<file path="src/hdl/texConfigPkg.sv">
package texConfigPkg;

    // Largest texture side is 2**maxSizeLog2 texels
    localparam int maxSizeLog2 = 5;

    // 2048 words hold a full 32x32 mip chain (1365 words)
    localparam int memAddrWidth = 11;

    // Raw 16-bit texel word, no format conversion
    localparam int texelWidth = 16;

    // Wrap behaviour per axis
    typedef enum logic
    {
        wrapRepeat = 1'b0,
        wrapClamp = 1'b1
    } wrapMode_t;

    // Texture geometry as seen by the sampler
    typedef struct packed
    {
        // Side lengths as log2, valid 0..maxSizeLog2
        logic [3:0] widthLog2;
        logic [3:0] heightLog2;
        // Wrap mode for the s and t axes
        wrapMode_t wrapS;
        wrapMode_t wrapT;
    } texConfig_t;

endpackage

</file>
<file path="src/hdl/texPipePkg.sv">
package texPipePkg;

    import texConfigPkg::*;

    // Signed fixed point, 1 sign bit, 16 integer bits, 15 fraction bits
    typedef logic signed [31:0] fixed_t;

    // One fragment request
    typedef struct packed
    {
        // Coordinates of the rendered fragment
        fixed_t s;
        fixed_t t;
        // Coordinates of the neighbour one step in x and in y
        fixed_t sXy;
        fixed_t tXy;
        // Geometry and wrap modes of the bound texture
        texConfig_t cfg;
    } texRequest_t;

    // Output of the LOD stage
    typedef struct packed
    {
        // Request passed along unchanged
        texRequest_t req;
        // Raw LOD, 0..8, not yet clamped to the texture
        logic [3:0] lod;
    } lodStage_t;

    // Address stage output and final sampler result
    typedef struct packed
    {
        // Mip level actually used
        logic [3:0] level;
        // Word address inside the packed chain
        logic [memAddrWidth-1:0] addr;
        // Texel word, zero until the memory stage
        logic [texelWidth-1:0] data;
    } texResult_t;

endpackage

</file>
<file path="src/hdl/texelAddressGen.sv">
`timescale 1ns/1ps

// Level clamp, wrap and mip-chain address
// Chain layout is level 0 first, each level packed row by row
module texelAddressGen
(
    input  logic                   aclk,
    input  logic                   rstN,
    input  logic                   lodValid,
    input  texPipePkg::lodStage_t  lodIn,
    output logic                   addrValid,
    output texPipePkg::texResult_t addrOut
);
    import texConfigPkg::*;
    import texPipePkg::*;

    logic [3:0] maxLevel;
    logic [3:0] level;
    logic [3:0] levelWLog2;
    logic [3:0] levelHLog2;
    logic [maxSizeLog2-1:0] u;
    logic [maxSizeLog2-1:0] v;
    logic [memAddrWidth-1:0] levelOffset;
    logic [memAddrWidth-1:0] rowBase;
    logic [memAddrWidth-1:0] addrNext;

    // Side log2 at a given level, floored at one texel
    function automatic logic [3:0] floorSub(input logic [3:0] sizeLog2, input logic [3:0] lvl);
        return (sizeLog2 > lvl) ? sizeLog2 - lvl : 4'd0;
    endfunction

    // Coordinate to texel index on one axis
    function automatic logic [maxSizeLog2-1:0] wrapCoord(
        input fixed_t     coord,
        input wrapMode_t  mode,
        input logic [3:0] sizeLog2
    );
        logic [maxSizeLog2-1:0] frac;
        logic [maxSizeLog2-1:0] edgeMax;
        // Top sizeLog2 fraction bits give the index
        frac = coord[14 -: maxSizeLog2] >> (maxSizeLog2 - sizeLog2);
        edgeMax = maxSizeLog2'((32'd1 << sizeLog2) - 32'd1);
        if (mode == wrapRepeat)
            return frac;
        // Clamp to edge
        if (coord[31])
            return '0;
        if (coord[30:15] != '0)
            return edgeMax;
        return frac;
    endfunction

    always_comb
    begin
        maxLevel = (lodIn.req.cfg.widthLog2 > lodIn.req.cfg.heightLog2)
            ? lodIn.req.cfg.widthLog2 : lodIn.req.cfg.heightLog2;
        // Never go past the 1x1 level
        level = (lodIn.lod < maxLevel) ? lodIn.lod : maxLevel;
        levelWLog2 = floorSub(lodIn.req.cfg.widthLog2, level);
        levelHLog2 = floorSub(lodIn.req.cfg.heightLog2, level);

        u = wrapCoord(lodIn.req.s, lodIn.req.cfg.wrapS, levelWLog2);
        v = wrapCoord(lodIn.req.t, lodIn.req.cfg.wrapT, levelHLog2);

        // Sum of word counts of every level below the selected one
        levelOffset = '0;
        for (int k = 0; k < maxSizeLog2; k++)
        begin
            if (k < level)
                levelOffset = levelOffset + (memAddrWidth'(1) <<
                    (floorSub(lodIn.req.cfg.widthLog2, 4'(k)) +
                     floorSub(lodIn.req.cfg.heightLog2, 4'(k))));
        end

        // Row start inside the level
        rowBase = memAddrWidth'(v) << levelWLog2;
        addrNext = levelOffset + rowBase + memAddrWidth'(u);
    end

    always_ff @(posedge aclk)
    begin
        if (!rstN)
            addrValid <= 1'b0;
        else
            addrValid <= lodValid;
    end

    always_ff @(posedge aclk)
    begin
        addrOut.level <= level;
        addrOut.addr <= addrNext;
        // Filled in by the memory stage
        addrOut.data <= '0;
    end

endmodule

</file>
<file path="config.mk">
export PLATFORM = sky130hd
export DESIGN_NAME = texelAddressGen
export DESIGN_NICKNAME = d
export VERILOG_FILES = /design/src/hdl/texConfigPkg.sv /design/src/hdl/texPipePkg.sv /design/src/hdl/texelAddressGen.sv
export SDC_FILE = /design/constraint.sdc
export NUM_CORES = 1
export LEC_CHECK = 0
export BUFFER_PORTS_ARGS = -buffer_cell sky130_fd_sc_hd__buf_2
export CORE_MARGIN = 4
export CORE_UTILIZATION = 60
export CTS_CLUSTER_SIZE = 14
export DETAILED_ROUTE_END_ITERATION = 12
export GPL_ROUTABILITY_DRIVEN = 0
export GPL_TIMING_DRIVEN = 0
export PLACE_DENSITY = 0.95
export SETUP_SLACK_MARGIN = 0.02
export SYNTH_ARGS = -nofsm -noshare
export SYNTH_HDL_FRONTEND = slang
export SYNTH_SLANG_ARGS = --single-unit
export TNS_END_PERCENT = 5
</file>
<file path="constraint.sdc">
create_clock -name aclk -period 27.1 [get_ports aclk]
set_clock_uncertainty 0.2 [all_clocks]
set_input_delay 1.355 -clock aclk [delete_from_list [all_inputs] [get_ports aclk]]
set_output_delay 1.355 -clock aclk [all_outputs]
set_load 0.05 [all_outputs]
</file>
Word level (Yosys, flattened, before mapping)
Index checks and enable logic that the tools add are counted.
{ "totals": {"regBits": 16, "latch_bits": 0, "ramBits": 0, "romBits": 0, "input_bits": 145, "output_inout_bits": 32, "wordCells": 100, "mem_count": 0} }
{ "classes": {"add_sub_neg": 25, "mul": 0, "div": 0, "magnitude_cmp": 19, "n_eq_ne": 0, "n_shift": 10, "n_mux": 41, "bitwise_logic": 0, "n_reduce_logical": 2} }
{ "op_table": {"columns": ["op", "count"], "rows": [
  ["5-bit by 32-bit right shift with 5-bit output", 2],
  ["5-bit two-way mux", 12],
  ["4-bit two-way mux", 14],
  ["11-bit adder", 5],
  ["11-bit two-way mux", 5],
  ["1-bit by 4-bit left shift with 11-bit output (first input constant)", 5],
  ["16-bit nonzero test", 2],
  ["4-bit adder", 5],
  ["4-bit by 1-bit greater-than comparator with 1-bit output (second input constant)", 4],
  ["4-bit by 2-bit greater-than comparator with 1-bit output (second input constant)", 4],
  ["4-bit by 2-bit subtractor with 4-bit output (second input constant)", 4],
  ["4-bit greater-than comparator", 3],
  ["11-bit by 5-bit adder with 11-bit output", 1],
  ["5-bit by 4-bit left shift with 11-bit output", 1],
  ["1-bit two-way mux", 10],
  ["1-bit by 4-bit left shift with 5-bit output (first input constant)", 2],
  ["3-bit by 4-bit subtractor with 5-bit output (first input constant)", 2],
  ["5-bit by 1-bit subtractor with 5-bit output (second input constant)", 2],
  ["4-bit by 3-bit greater-than comparator with 1-bit output (second input constant)", 2],
  ["1-bit by 4-bit < comparator with 1-bit output (first input constant)", 2],
  ["2-bit by 4-bit < comparator with 1-bit output (first input constant)", 2],
  ["4-bit by 1-bit subtractor with 4-bit output (second input constant)", 2],
  ["4-bit by 3-bit subtractor with 4-bit output (second input constant)", 2],
  ["4-bit subtractor", 2],
  ["other kinds (2)", 2]
]} }

Depth between registers and ports, before layout
{ "depth": {"depth_word": 17, "mapped_depth": 54, "mapped_depth_nobuf": 53} }

Worst setup path after synthesis
Ideal clock, no wire load.
{ "synth_path": {"kind": "input-to-reg", "startpoint": "input port lodIn[7] in the netlist's numbering", "endpoint": "register addrOut[26] in the netlist's numbering", "setup_ns": 0.079, "t_arrival_ns": 11.123, "t_required_ns": 26.821, "slack_ns": 15.698, "path_stages": 52, "n_path_buf": 1, "cell_sequence": "inv_1 ha_1 nor2b_4 o211a_1 o21ai_2 mux2i_1 inv_1 ha_1 a2111oi_4 nand2_1 o211a_4 buf_6 mux2_2 nand3b_1 nor2_1 ha_1 inv_1 fa_1 [... 16 more ...] nand2_1 ha_1 or3_1 o21ai_0 a21oi_1 xnor2_1 o21ai_0 a21o_1 ha_1 ha_1 a21o_1 a21oi_1 xnor2_1 xnor3_1 xor2_1 nand3_1 a211o_1 o211ai_1"} }
{ "synth_via": {"elab_chain_cells": 17, "elab_cells_between_ends": 71, "cone_classes": "add/sub: 21; order compare: 14; shift: 10; mux: 26"} }
{ "synth_lines": {"columns": ["item", "line", "rtl"], "rows": [
  ["from (decl)", "texelAddressGen.sv:10", "input texPipePkg::lodStage_t lodIn,"],
  ["parallel branches: the longest is 16 deep, another holds 11-bit adder", null, null],
  ["11-bit by 5-bit adder with 11-bit output (*)", "texelAddressGen.sv:77", "addrNext = levelOffset + rowBase + memAddrWidth'(u);"],
  ["net addrNext[10]", "texelAddressGen.sv:25", "logic [memAddrWidth-1:0] addrNext;"],
  ["to (decl)", "texelAddressGen.sv:12", "output texPipePkg::texResult_t addrOut"]
]} }
Mark *: on every way through the listed nets, which the timed path passes. The select of a mux whose other input is x is not followed.
A chain may end at the register's enable or synchronous reset.

Worst setup path after layout
Same ends and word-level chain as after synthesis.

==> summary.md <==
In the final design database the tool counted 1297 nets. The logs give 1175 for the final standard cell count with taps included and fillers excluded and 177 for the number of top-level pins. The top cell type by area accounts for 18.1% of the synthesized area. The critical path is of the primary input to flip-flop type.

Buffers added to address setup during post-CTS repair amount to 0. The logs give 0 for the total congestion overflow after global routing and 12.94 ns for the arrival time at the worst endpoint. The first global-routing pass estimated 31500 um of wire. In this run the top signal layer used is met4. The mean cell area of the mapped netlist came out at 7.28 um^2. For this run, the total global-route usage over all layers was measured as 28.3%. The residual DRC count was 0. In the finished design, the share of the clock period the worst path needs comes to 47.8%. The number of gates resized after CTS was 0; the leakage component of the power was 3.80 nW. The estimated wirelength of the detail-placed design came out at 15300 um.

The die is 115 um tall. The most common cell after layout, fill and taps aside is sky130_fd_sc_hd__nor2_1. The number of antenna violations at the first check in global routing is 0, and the minimum clock period is 12.97 ns.

The sequential cells in the finished layout cover a total of 320 um^2. The detailed router placed 7357 vias in this run. The setup slack of the critical path after layout was 14.13 ns.

Counting stages on the worst path, the most repeated cell is sky130_fd_sc_hd__ha_1. Ranked by total cell area, the synthesized netlist is headed by sky130_fd_sc_hd__ha_1 (18%), sky130_fd_sc_hd__nor2_1 (5.8%), sky130_fd_sc_hd__a21oi_1 (5.0%). Entering global routing, the biggest net connects 11 pins. The peak fanout along the critical path was 10.

The run gives 62.3% as the initial cell density of the core. The horizontal die dimension works out to 115 um. The final hold violation count is 0, and the number of instances in the synthesized netlist is 940. VDD sags by at most 0.0524 mV. For the count of TritonRoute iterations in the first routing pass, the log shows 5. The path class of the lowest-slack min-delay path is primary input to flip-flop. For the maximum buffer depth of the clock tree, the log shows 2. 0 antenna diodes ended up in the layout.

The routed design uses 1500 um of met3 wire. Timing would allow up to 77.1 MHz. The total count of max-transition violations in the final report is 0. The cell sitting at the root of the clock tree is a sky130_fd_sc_hd__clkbuf_16. The biggest area consumer among synthesized cells was sky130_fd_sc_hd__ha_1. The number of cell rows was 38; the synthesis-to-finish area growth was 10.2%. Cell with the biggest individual delay on the critical path: sky130_fd_sc_hd__xnor3_1. Kind of end point of the critical path: a flip-flop. Clock-pin slew was measured on the worst setup and hold paths at 0.07 ns. The fraction of final layout cells with drive strength greater than 1 came out at 15.1%. After detailed routing, the total wire length is 18400 um. The library cells used most frequently in the layout, excluding fill and tap cells, are sky130_fd_sc_hd__nor2_1 (105), sky130_fd_sc_hd__ha_1 (99), sky130_fd_sc_hd__nand2_1 (79), sky130_fd_sc_hd__buf_2 (78), sky130_fd_sc_hd__a21oi_1 (68). In this run the power density over the cells is 71.5 nW/um^2.

In the routed layout, each cell is associated on average with a via count of 6.26. The tools report the H-tree depth reported by CTS as 1. At the placement stage, the worst setup path has a slack of 14.16 ns. For the sequential share of the synthesized area, the log shows 4.68%. The post-synthesis instance area is 6840 um^2, and the final sum of negative setup slack is 0 ns. At the pin with the least slew margin, the transition time is 0.687 ns.

The dominant synthesized flop cell is sky130_fd_sc_hd__dfxtp_1. The worst setup path is launched from a primary input. Setup violations remaining at the end of the flow were counted as 0. The core area came out at 11000 um^2.

The logs give 93 for the number of distinct library cells after synthesis and 7320 um for the wire length on met1. The maximum single-stage delay on the critical path was 0.48 ns. At the worst endpoint, the required time is 27.07 ns.

TritonCTS built the clock tree. CTS saw 16 sinks. After clock tree synthesis, the flow added hold-fix buffers numbering 0.

The power after layout is 0.000539 W. Counting tap cells, the placed design contains a total of 1171 instances. The detailed-route wire length per cell came out at 15.7 um. Setup repair after global routing left no endpoint under its margin. In this run the tightest slew margin relative to its limit is 53.7%. In the synthesized netlist the async set-or-reset flop fraction comes to 0%. During synthesis, Yosys emitted a total of 0 warnings. The via count of the first global-routing pass was 7013; the total of flip-flops plus latches after synthesis was 16. The run finished with clean final reports. The tools report the count of max-cap constraint violations as 0. The number of enable-type register cells in the synthesized netlist was 0; the routed length on met2 was 8840 um. Once detail routing completed, the nets flagged for antenna violations numbered 0. The floorplan step defined a die boundary enclosing 13200 um^2.

Input and output buffers added on the ports amount to 76. For the number of inserted filler cells in the final layout, the log shows 861. The area of the multi-input gates was 6080 um^2; the TritonCTS buffer count was 3. For this block, the initial DRC count from the detailed router was 538.
==> path summary, 6_finish.rpt <==
path	cells after the start	start	slack, ns	endpoint
max	53	lodIn[7]	14.13	addrOut[26]
min	2	rstN	1.11	addrValid
==> registers in the layout (all words and copies together), names as in the netlist <==
signal,flops
addrOut,15
addrValid,1
==> per-stage QoR <==
step	area (um^2)	utilization (%)	hold WS, ns
floorplan	6900	-	1.28
global placement	7450	67.8	1.36
detailed placement	7450	67.8	1.37
CTS	7540	68.6	1.11
global route	7540	68.6	1.12
finish	7540	68.6	1.11
==> report_power, final <==
part	leakage, nW	internal, W	total (W)	switching, W
Sequential	0.134	0.0000356	0.0000377	0.00000214
Combinational	3.62	0.000177	0.000467	0.000290
Clock	0.0442	0.0000226	0.0000347	0.0000122
Total	3.80	0.000235	0.000539	0.000304
==> layer usage <==
metal	vias up	global-route usage [%]
met2	385	49.4
met3	70	2.63
met1	3352	35.8
met5	-	0
met4	0	11.5
li1	3550	-
==> synth_stat cells (all sizes together), types with 3 or more instances <==
cell	count
o22a	4
mux2	13
fa	17
o211ai	9
a22oi	3
o31ai	6
a21boi	4
o21bai	4
nor3	32
o21a	7
inv	67
nor4	15
a2111oi	8
buf	26
dfxtp	16
o211a	4
o21ai	42
a211oi	11
ha	99
nand2b	26
a21o	28
and2	11
and3	4
a31o	4
or2	10
nor2b	25
or3	9
xnor2	36
xor2	23
o22ai	4
nor2	105
nand2	79
or4	3
mux2i	23
clkbuf	16
nand4	11
nand3	19
a21oi	70
a31oi	13
==> final cells by class <==
cell class / instances / share of cell area (%)
Tap cell: 140 / 2.32
Inverter: 68 / 3.39
Timing Repair Buffer: 76 / 5.04
Sequential cell: 16 / 4.25
Multi-Input combinational cell: 829 / 80.7
Clock buffer: 4 / 1.18
Buffer: 42 / 3.17
==> worst max-delay path: cells and delay by family <==
kind | cells | cell delay, ns
buffers and inverters | 5 | 0.66
adder cells (fa/ha/maj) | 9 | 2.80
AO/OA/AOI/OAI | 16 | 3.61
multiplexers | 2 | 0.55
XOR/XNOR | 5 | 1.17
AND/OR/NAND/NOR | 16 | 2.74
==> cell families after synthesis <==
| logic type | count (synthesis) | synth area share [%] |
|---|---|---|
| mux | 36 | 5.62 |
| xor+xnor | 62 | 8.67 |
| other cells | 1 | 0.0548 |
| flops | 16 | 4.68 |
| simple gates | 357 | 26.1 |
| fa+ha+maj | 118 | 23.4 |
| compound gates | 240 | 24.3 |
| buf+inv | 110 | 7.23 |
Note: power is estimated with default switching activity, not from simulation.
