==> config.mk <==
export PLATFORM = sky130hd
export DESIGN_NAME = lodCalculator
export DESIGN_NICKNAME = d
export VERILOG_FILES = /design/src/hdl/texConfigPkg.sv /design/src/hdl/texPipePkg.sv /design/src/hdl/lodCalculator.sv
export SDC_FILE = /design/constraint.sdc
export NUM_CORES = 1
export LEC_CHECK = 0
export ABC_AREA = 0
export BUFFER_PORTS_ARGS = -buffer_cell sky130_fd_sc_hd__buf_2
export CAP_MARGIN = 15
export CORE_UTILIZATION = 48
export CTS_BUF_LIST = sky130_fd_sc_hd__clkbuf_4 sky130_fd_sc_hd__clkbuf_8
export DETAILED_ROUTE_END_ITERATION = 7
export PLACE_DENSITY = 0.78
export SLEW_MARGIN = 20
export SYNTH_ARGS = -nofsm -noshare
export SYNTH_HDL_FRONTEND = slang
export SYNTH_SLANG_ARGS = --single-unit
==> constraint.sdc <==
create_clock -name aclk -period 7.31 [get_ports aclk]
set_input_delay 1.462 -clock aclk [delete_from_list [all_inputs] [get_ports aclk]]
set_output_delay 1.462 -clock aclk [all_outputs]
set_load 0.05 [all_outputs]
==> src/hdl/texConfigPkg.sv <==
package texConfigPkg;

    // Largest texture side is 2**maxSizeLog2 texels
    localparam int maxSizeLog2 = 5;

    // 2048 words hold a full 32x32 mip chain (1365 words)
    localparam int memAddrWidth = 11;

    // Raw 16-bit texel word, no format conversion
    localparam int texelWidth = 16;

    // Wrap behaviour per axis
    typedef enum logic
    {
        wrapRepeat = 1'b0,
        wrapClamp = 1'b1
    } wrapMode_t;

    // Texture geometry as seen by the sampler
    typedef struct packed
    {
        // Side lengths as log2, valid 0..maxSizeLog2
        logic [3:0] widthLog2;
        logic [3:0] heightLog2;
        // Wrap mode for the s and t axes
        wrapMode_t wrapS;
        wrapMode_t wrapT;
    } texConfig_t;

endpackage

==> src/hdl/texPipePkg.sv <==
package texPipePkg;

    import texConfigPkg::*;

    // Signed fixed point, 1 sign bit, 16 integer bits, 15 fraction bits
    typedef logic signed [31:0] fixed_t;

    // One fragment request
    typedef struct packed
    {
        // Coordinates of the rendered fragment
        fixed_t s;
        fixed_t t;
        // Coordinates of the neighbour one step in x and in y
        fixed_t sXy;
        fixed_t tXy;
        // Geometry and wrap modes of the bound texture
        texConfig_t cfg;
    } texRequest_t;

    // Output of the LOD stage
    typedef struct packed
    {
        // Request passed along unchanged
        texRequest_t req;
        // Raw LOD, 0..8, not yet clamped to the texture
        logic [3:0] lod;
    } lodStage_t;

    // Address stage output and final sampler result
    typedef struct packed
    {
        // Mip level actually used
        logic [3:0] level;
        // Word address inside the packed chain
        logic [memAddrWidth-1:0] addr;
        // Texel word, zero until the memory stage
        logic [texelWidth-1:0] data;
    } texResult_t;

endpackage

==> src/hdl/lodCalculator.sv <==
`timescale 1ns/1ps

// LOD from a fragment and its diagonal neighbour
//
//  fragment  | .
//  .         | neighbour (x+1, y+1)
//
// One cycle deep, one request per clock
module lodCalculator
(
    input  logic                    aclk,
    input  logic                    rstN,
    input  logic                    reqValid,
    input  texPipePkg::texRequest_t req,
    output logic                    lodValid,
    output texPipePkg::lodStage_t   lodOut
);
    import texPipePkg::*;

    fixed_t diffS;
    fixed_t diffT;
    logic [14:0] magS;
    logic [14:0] magT;
    logic [7:0] scaledS;
    logic [7:0] scaledT;
    logic [7:0] diffMax;
    logic [3:0] lodNext;

    always_comb
    begin
        // Screen-space step of each coordinate
        diffS = req.s - req.sXy;
        diffT = req.t - req.tXy;
        // Magnitude, only the fraction part matters
        magS = diffS[31] ? 15'(-diffS) : diffS[14:0];
        magT = diffT[31] ? 15'(-diffT) : diffT[14:0];
        // Top 8 fraction bits, scaled to texels of the base level
        scaledS = magS[14:7] >> (4'd8 - req.cfg.widthLog2);
        scaledT = magT[14:7] >> (4'd8 - req.cfg.heightLog2);
        // OR approximates the larger of the two steps
        diffMax = scaledS | scaledT;

        // Highest set bit plus one
        casez (diffMax)
            8'b1???????: lodNext = 4'd8;
            8'b01??????: lodNext = 4'd7;
            8'b001?????: lodNext = 4'd6;
            8'b0001????: lodNext = 4'd5;
            8'b00001???: lodNext = 4'd4;
            8'b000001??: lodNext = 4'd3;
            8'b0000001?: lodNext = 4'd2;
            8'b00000001: lodNext = 4'd1;
            default:     lodNext = 4'd0;
        endcase
    end

    always_ff @(posedge aclk)
    begin
        if (!rstN)
            lodValid <= 1'b0;
        else
            lodValid <= reqValid;
    end

    // Payload travels alongside the valid bit
    always_ff @(posedge aclk)
    begin
        lodOut.req <= req;
        lodOut.lod <= lodNext;
    end

endmodule

### Yosys cells after proc, flatten, opt, wreduce, memory -nomap -nowiden

Index checks and enable logic that the tools add are counted.

* divide/modulo/power cells: 0
* shift-type cells: 2
* add/subtract/negate cells: 6
* equality and inequality tests: 7
* mux-type cells: 3
* multiply operators: 0
* bitwise operators: 1
* order comparisons: 0
* reductions and logical operators: 0

Operators by type and width (number)
* $sub 32x32->32: 2
* $pmux 4 s8: 1
* $mux 15: 2
* $neg 15->15: 2
* $shr 8x4->8: 2
* $eq 8x1->1 const B: 1
* $or 8x8->8: 1
* $sub 4x4->4 const A: 2
* $eq 7x1->1 const B: 1
* $eq 6x1->1 const B: 1
* $eq 5x1->1 const B: 1
* $eq 4x1->1 const B: 1
* $eq 3x1->1 const B: 1
* $eq 2x1->1 const B: 1

* memories kept: 0
* bits in latches: 0
* memory bits (read-only): 0
* output and inout port bits: 143
* input bits: 141
* RAM bits: 0
* register bits after elaboration: 143

### Depth between registers and ports, before layout

Gate-level depths: netlist (run 1).

* word-level depth: 7
* depth in mapped cells: 16
* depth with buffers taken out: 16

### Worst setup path after synthesis (run 1)

OpenSTA, ideal clock, no wires.

* path type: input -> register
* start: input req[74] in the netlist's numbering
* end: register lodOut[0] in the netlist's numbering
* data arrival time: 4905 ps
* data required time: 7176 ps
* cell stages on the path: 16
* setup time: 134 ps
* slack: 2271 ps
* cells stage by stage: inv_1 ha_1 inv_1 fa_1 a211oi_2 o211ai_2 a211o_1 o21ba_4 nand4_4 or4_1 o221ai_1 nor3_1 or4_4 a221o_1 a311oi_1 nor4_1

* cells in the longest elaborated chain, start to end: 7
* elaborated cells between the ends (all ways): 13

RTL lines
* from (decl): line lodCalculator.sv:14 `input texPipePkg::texRequest_t req,`
* $sub 32x32->32 (*): line lodCalculator.sv:33 `diffT = req.t - req.tXy;`
* $neg 15->15: line lodCalculator.sv:36 `magT = diffT[31] ? 15'(-diffT) : diffT[14:0];`
* $mux 15 (*): line lodCalculator.sv:36
* $shr 8x4->8 (*): line lodCalculator.sv:39 `scaledT = magT[14:7] >> (4'd8 - req.cfg.heightLog2);`
* $or 8x8->8 (*): line lodCalculator.sv:41 `diffMax = scaledS | scaledT;`
* $eq 8x1->1 (tied with other cells): line lodCalculator.sv:44 `casez (diffMax)`
* $pmux 4 s8 (*): line lodCalculator.sv:44
* named net lodNext[0]: line lodCalculator.sv:27 `logic [3:0] lodNext;`
* to (decl): line lodCalculator.sv:16 `output texPipePkg::lodStage_t lodOut`

Mark *: on every way through the listed nets, which the timed path passes. The rest lies on a longest branch.
A chain may end at the register's enable or synchronous reset.

### Worst setup path after layout (run 1)

* start: input req[106] in the netlist's numbering
* end: register lodOut[0] in the netlist's numbering

* cells in the longest elaborated chain, start to end: 7
* elaborated cells between the ends (all ways): 13

RTL lines
* $sub 32x32->32 (*): line lodCalculator.sv:32 `diffS = req.s - req.sXy;`
* $neg 15->15: line lodCalculator.sv:35 `magS = diffS[31] ? 15'(-diffS) : diffS[14:0];`
* $mux 15 (*): line lodCalculator.sv:35
* $shr 8x4->8 (*): line lodCalculator.sv:38 `scaledS = magS[14:7] >> (4'd8 - req.cfg.widthLog2);`
* $or 8x8->8 (*): line lodCalculator.sv:41
* $eq 8x1->1 (tied with other cells): line lodCalculator.sv:44
* $pmux 4 s8 (*): line lodCalculator.sv:44
* named net lodNext[0]: line lodCalculator.sv:27

Marks and branches as above.

==> reports/results.tsv, run 1 <==
stage	metric	value	unit
hold_path	min_path_type	input pin to flip-flop	
timing	final.setup.tns	0	ps
critical_path	startpoint_type	input pin	
timing	slew_violations	0	
clock_network	cts_tree	built	
place	placed_area	0.00871	mm²
final_layout	final_nets	1264	
clock_network	path_clk_slew	100	ps
floorplanning	dieArea	0.0153	mm²
clock_network	cts-resized-gates	0	
floorplanning	core-area	0.0145	mm²
critical_path	cp_top_family	compound AO/OA/AOI/OAI gates	
logic_synthesis	post-synth-top-area-cell	dfxtp_1	
floorplanning	ios	284	
clock_network	cts_root_buf	clkbuf_8	
timing	setup_viol	0	
critical_path	arrival	5410	ps
timing	fin_crit	5080	ps
route	route.vias.total	6908	
global_routing	grt_overflow	0	
logic_synthesis	ys_types	84	
critical_path	end_kind	flip-flop	
logic_synthesis	synth.yosys.seq_area_share	40.2	%
critical_path	crit_chain	buf_2 > inv_1 > ha_1 > inv_1 > fa_1 > a21o_1 > a221oi_4 > o21ai_1 > xor2_1 > nor2_1 > a211o_1 > o22ai_1 > a211oi_1 > or4_4 > a221o_1 > a311oi_1 > nor4_1	
critical_path	critPathKind	input pin to flip-flop	
timing	max_freq	0.197	GHz
power_and_ir_drop	p_per_area	237	mW/mm²
floorplanning	die_w	124	µm
hold_path	hold_depth	1	
clock_network	post_cts_buffers	0	
critical_path	critPathMaxFanout	7	
route	wl_per_cell	14.7	µm
hold_path	hp-start	req[1]	
timing	rsz0062_at_grt	no	
final_layout	fill_cells	1270	
global_routing	grt_use_total	23.6	%
logic_synthesis	postSynthAreaPerCell	9.27	µm²
timing	finalHoldViolations	0	
final_layout	final_cell_area	0.00910	mm²
timing	tightest_slew	811	ps
route	post_drt_via_cell_ratio	5.50	
critical_path	path_buf_inv	3	
power_and_ir_drop	p_leak	4.45	nW
logic_synthesis	ys_ff_latch	143	
route	dr.pass1.iters	5	
route	antenna_left	0	
route	drt_iter0_markers	605	
clock_network	postCtsHoldBufs	0	
final_layout	utilization	62.8	%
place	place_congestion	0.883	
critical_path	cp_slowest_stage_delay	500	ps
timing	relSlewSlack	45.6	%
clock_network	numClockSinks	143	
global_routing	antenna_found_initial	2	
global_routing	grt_max_degree	27	
critical_path	crit_path_frequent_cell	inv_1	
floorplanning	rows	44	
final_layout	post_route_cells_drive_above_1_share	32.2	%
critical_path	cpMaxStageDelayCell	or4_4	
logic_synthesis	syn_inst	768	
route	wl	18400	µm
floorplanning	initial_core_util	49.2	%
status	status	finished clean	
logic_synthesis	synth_fp_nets	975	
final_layout	syn_to_final_growth	27.8	%
run	maxCapViolCount	0	
route	drc	0	
logic_synthesis	netlist_top_cells_area	dfxtp_1 (40%), ha_1 (11%), inv_1 (3.8%)	
floorplanning	die_h	124	µm
place	io_buffers	283	
hold_path	hold_end	lodOut[5]$_DFF_P_	
logic_synthesis	netlist.area_leader.share	40.2	%
logic_synthesis	synthArstFlopShare	0	%
timing	post-route-period-util	69.5	%
logic_synthesis	synth_edf_count	0	
clock_network	cts_buffers	17	
place	dp_hpwl	14700	µm
logic_synthesis	synthFlopType	dfxtp_1	
clock_network	htree_levels	4	
critical_path	cp_data_required_time	7640	ps
logic_synthesis	syn_area	0.00712	mm²
logic_synthesis	yosysWarnings	0	
clock_network	clockBufferDepth	2	
power_and_ir_drop	peakVddDrop	0.115	mV
global_routing	grt_pass1_wl	28000	µm
global_routing	grt_pass1_vias	6121	
[flip-flops by register name, indices dropped and copies added (netlist names)]
signal	count
lodOut	142
lodValid	1
[per-layer routing]
metal	part of all wire, %	wire length [µm]	up-vias	global-route usage, %
met1	42	7750	3156	28.7
met3	6.8	1260	29	4.99
met5	0	0	-	0
li1	-	-	3428	-
met2	50	9110	295	40.5
met4	1.6	293	0	8.73
[cell families after synthesis]
group | count (synthesis) | share of synthesized area (%)
XOR/XNOR | 21 | 2.69
flip-flops | 143 | 40.2
adder cells (fa/ha/maj) | 66 | 11.8
buffers and inverters | 86 | 4.61
multiplexers | 5 | 0.738
AO/OA/AOI/OAI | 228 | 23.4
AND/OR/NAND/NOR | 219 | 16.5
[where the power goes]
part	internal (mW)	leakage [nW]	switching [mW]
Clock	0.278	0.181	0.340
Sequential	0.828	1.21	0.0122
Combinational	0.228	3.07	0.471
[Yosys cell counts, drive strengths merged (5+ instances only)]
library cell	count
a2111oi	8
a211o	7
a211oi	16
a21o	9
a21oi	40
a31oi	5
and2	9
and3	8
clkbuf	9
dfxtp	143
ha	64
inv	73
nand2	50
nand2b	9
nand3	13
nand4	13
nor2	45
nor2b	7
nor3	24
nor4	16
o211a	9
o211ai	21
o21a	14
o21ai	42
o22ai	5
or2	8
xnor2	7
xor2	14
[through the flow]
step | cells | total power, mW | hold WS [ps] | setup slack [ps]
2_1_floorplan | 768 | 1.38 | 1490 | 2270
3_3_place_gp | 1222 | 1.54 | 1560 | 1920
3_5_place_dp | 1222 | 1.55 | 1570 | 1830
4_1_cts | 1253 | 2.17 | 1080 | 2310
5_1_grt | 1255 | 2.27 | 1070 | 1940
6_report | 1256 | 2.16 | 1100 | 2230
[cell type report]
cell class | instances | area, µm² | share of cell area [%]
multi-input cells | 539 | 3930 | 43.2
inverters | 73 | 274 | 3.01
flip-flops and latches | 143 | 2860 | 31.5
clock inverters | 14 | 144 | 1.58
clock buffers | 17 | 234 | 2.57
diodes | 3 | 7.51 | 0.0825
repair buffers | 283 | 1420 | 15.6
well taps | 184 | 230 | 2.53
[layout by cell type (no fill, tap or decap), types with 9 or more instances in the layout]
master and instances:
dfxtp_1 143, nor3_1 23, nor2_1 45, and2_1 9
o211ai_1 20, inv_1 73, ha_1 64, nand2_1 50
a21oi_1 38, nand2b_1 9, nor4_1 15, xor2_1 14
o21a_1 14, nand3_1 13, a211oi_1 15, buf_2 283
o21ai_0 34, clkbuf_8 17, nand4_1 11
[worst max path at each step]
stage	from	end	slack [ps]	depth (start not counted)
floorplan	req[74]	lodOut[0]$_DFF_P_	2270	16
global placement	req[106]	lodOut[0]$_DFF_P_	1920	17
detailed placement	req[106]	lodOut[0]$_DFF_P_	1830	17
CTS	req[106]	lodOut[0]$_DFF_P_	2310	17
global route	req[43]	lodOut[0]$_DFF_P_	1940	15
finish	req[106]	lodOut[0]$_DFF_P_	2230	17
Power figures use the tool's default switching activity.
==> run 2, diff against run 1 <==
- CORE_UTILIZATION: 48 -> 46
- clock period: 7.31 -> 4.1 ns (I/O delays scaled with it)
==> run 2 against run 1 <==
  * The flow now finishes with violations (negative setup slack)
  * Non-clock buffer count rose by 173
  * Via count rose by 8.9%
  * Global-route usage rose by 1.5 points
  * Die area rose by 4.3%
  * Combinational power rose by 130%
  * Routed wire length rose by 12%
  * Power rose by 97%
  * Hold slack got worse by 620 ps
  * Utilization rose by 8.4 points
  * Sequential share of layout area fell by 4.9 points
  * Critical path depth rose by 1
==> reports/results.tsv, run 2 (synthesis gave the netlist of run 1 again) <==
stage	metric	value	unit	change
critical_path	cp-endpoint	lodOut[0]$_DFF_P_		unchanged
timing	tightest_slew	544	ps	was 811 ps
floorplanning	dieArea	0.0160	mm²	was 0.0153 mm²
timing	post-route-period-util	101	%	
route	dr.pass1.iters	5		unchanged
timing	rsz0062_at_grt	yes		was no
power_and_ir_drop	p_per_area	394	mW/mm²	was 237 mW/mm²
timing	relSlewSlack	63.8	%	was 45.6%
final_layout	largest_reg_flops	142		unchanged
route	wl	20600	µm	was 18,400 µm
route	route.vias.total	7526		was 6,908
global_routing	grt_max_degree	27		unchanged
critical_path	arrival	4450	ps	was 5410 ps
clock_network	clockBufferDepth	2		unchanged
clock_network	cts_buffers	17		unchanged
critical_path	path_buf_inv	4		was 3
hold_path	min_path_type	input pin to flip-flop		unchanged
place	io_buffers	283		unchanged
clock_network	numClockSinks	143		unchanged
final_layout	multi_input_area	0.00424	mm²	was 0.00393 mm²
timing	setup_ws	-34.4	ps	was 2230 ps
critical_path	crit_path_frequent_cell	or4_4		was inv_1
floorplanning	rows	45		was 44
critical_path	cp_slowest_stage_delay	500	ps	about the same
critical_path	critPathKind	input pin to flip-flop		unchanged
timing	fin_crit	4130	ps	
critical_path	cpMaxStageDelayCell	or4_4		unchanged
floorplanning	die_w	126	µm	was 124 µm
run	maxCapViolCount	0		unchanged
power_and_ir_drop	total_power	4.25	mW	was 2.16 mW
timing	final.setup.tns	-34.4	ps	was 0 ps
final_layout	antenna_cells	0		was 3
floorplanning	ios	284		unchanged
route	drt_iter0_markers	337		was 605
route	antenna_left	0		unchanged
power_and_ir_drop	p_leak	5.39	nW	was 4.45 nW
global_routing	grt_pass1_vias	7252		was 6,121
critical_path	cp_top_family	compound AO/OA/AOI/OAI gates		unchanged
hold_path	hp-start	req[0]		was req[1]
critical_path	cp-startpoint	req[74]		was req[106]
global_routing	grt_overflow	0		unchanged
final_layout	reg_top3	lodOut x142, lodValid x1		unchanged
hold_path	hold_depth	1		unchanged
critical_path	cp_data_required_time	4410	ps	was 7640 ps
critical_path	end_kind	flip-flop		unchanged
power_and_ir_drop	peakVddDrop	0.281	mV	was 0.115 mV
final_layout	final_cell_area	0.0108	mm²	was 0.00910 mm²
final_layout	utilization	71.2	%	was 62.8%
final_layout	syn_to_final_growth	51.4	%	was 27.8%
route	drc	0		unchanged
place	placed_area	0.0100	mm²	was 0.00871 mm²
clock_network	postCtsHoldBufs	0		unchanged
timing	max_freq	0.242	GHz	
final_layout	post_route_cells_drive_above_1_share	45.2	%	was 32.2%
critical_path	cp_num_cells	18		was 17
clock_network	cts_root_buf	clkbuf_8		unchanged
place	place_congestion	0.906		was 0.883
final_layout	final_common_cell	buf_2		unchanged
floorplanning	die_h	126	µm	was 124 µm
final_layout	fill_cells	1168		was 1,270
clock_network	path_clk_slew	80	ps	was 100 ps
status	status	finished with violations		was finished clean
global_routing	antenna_found_initial	0		was 2
global_routing	grt_use_total	25.0	%	was 23.6%
floorplanning	core-area	0.0151	mm²	was 0.0145 mm²
route	wl_per_cell	14.4	µm	was 14.7 µm
final_layout	final_cell_mix	buf_2 (282), buf_4 (171), dfxtp_1 (143)		was buf_2 (283), dfxtp_1 (143), inv_1 (73)
critical_path	crit_chain	buf_12 > inv_12 > ha_4 > inv_2 > fa_2 > a211oi_4 > o211ai_2 > buf_4 > a21oi_4 > xnor2_2 > or2_4 > or4_4 > o221ai_4 > nor3_2 > or4_4 > a221o_1 > a311oi_2 > nor4_1		was buf_2 > inv_1 > ha_1 > inv_1 > fa_1 > a21o_1 > a221oi_4 > o21ai_1 > xor2_1 > nor2_1 > a211o_1 > o22ai_1 > a211oi_1 > or4_4 > a221o_1 > a311oi_1 > nor4_1
timing	holdWs	481	ps	was 1100 ps
floorplanning	initial_core_util	47.0	%	was 49.2%
clock_network	cts_tree	built		unchanged
final_layout	final_nets	1437		was 1,264
timing	setup_viol	1		was 0
status	violations	negative setup slack		
timing	slew_violations	0		unchanged
global_routing	grt_pass1_wl	32200	µm	was 28,000 µm
critical_path	critPathMaxFanout	4		was 7
clock_network	htree_levels	4		unchanged
critical_path	startpoint_type	input pin		unchanged
route	post_drt_via_cell_ratio	5.26		was 5.50
timing	finalHoldViolations	0		unchanged
place	dp_hpwl	16500	µm	was 14,700 µm
final_layout	seq_area	0.00286	mm²	unchanged
final_layout	largest-register	lodOut		unchanged
## run 2: changes by cell type in the layout (fill, tap and decap cells not counted), sizes merged
cell,delta
clkinv,+6
inv,-9
clkinvlp,+1
clkbuf,+1
bufinv,+2
diode,-3
buf,+173
## run 2: through the flow
step	setup WS, ps	std cells
finish	-34.4	1431
global route	-130	1431
global placement	-505	1388
detailed placement	-624	1388
CTS	13.3	1425
floorplan	-215	768
## run 2: worst min-delay path by stage
stage,end
floorplan,lodOut[100]$_DFF_P_
global route,lodOut[70]$_DFF_P_
global placement,lodOut[5]$_DFF_P_
finish,lodOut[4]$_DFF_P_
CTS,lodOut[4]$_DFF_P_
detailed placement,lodOut[4]$_DFF_P_
## run 2: layout make-up
class                           instances  share of cell area, %
Tap cell                              188                   2.18
Sequential cell                       143                   26.6
Clock buffer                           18                   2.24
Timing Repair Buffer                  456                   25.5
Multi-Input combinational cell        539                   39.3
Inverter                               73                   2.66
Clock inverter                         14                   1.57
## run 2: metal layers
metal,part of all wire [%],global-route usage (%)
met1,41,28.0
met2,52,46.3
met3,4.4,5.44
met4,2.6,9.36
met5,0,0
## run 2: repair_timing
action | CTS | global route
cloned | 0 | 0
setup endpoints to repair | 2 | 4
resized for setup | 13 | 37
buffers inserted | 5 | 6
pin swaps | 17 | 21
## run 2: where the power goes
group	internal [mW]	switching (mW)	total, mW	leakage [nW]
clock	0.605	0.521	1.13	0.194
sequential	1.48	0.0199	1.50	1.21
combinational	0.664	0.965	1.63	3.99
total	2.75	1.51	4.25	5.39
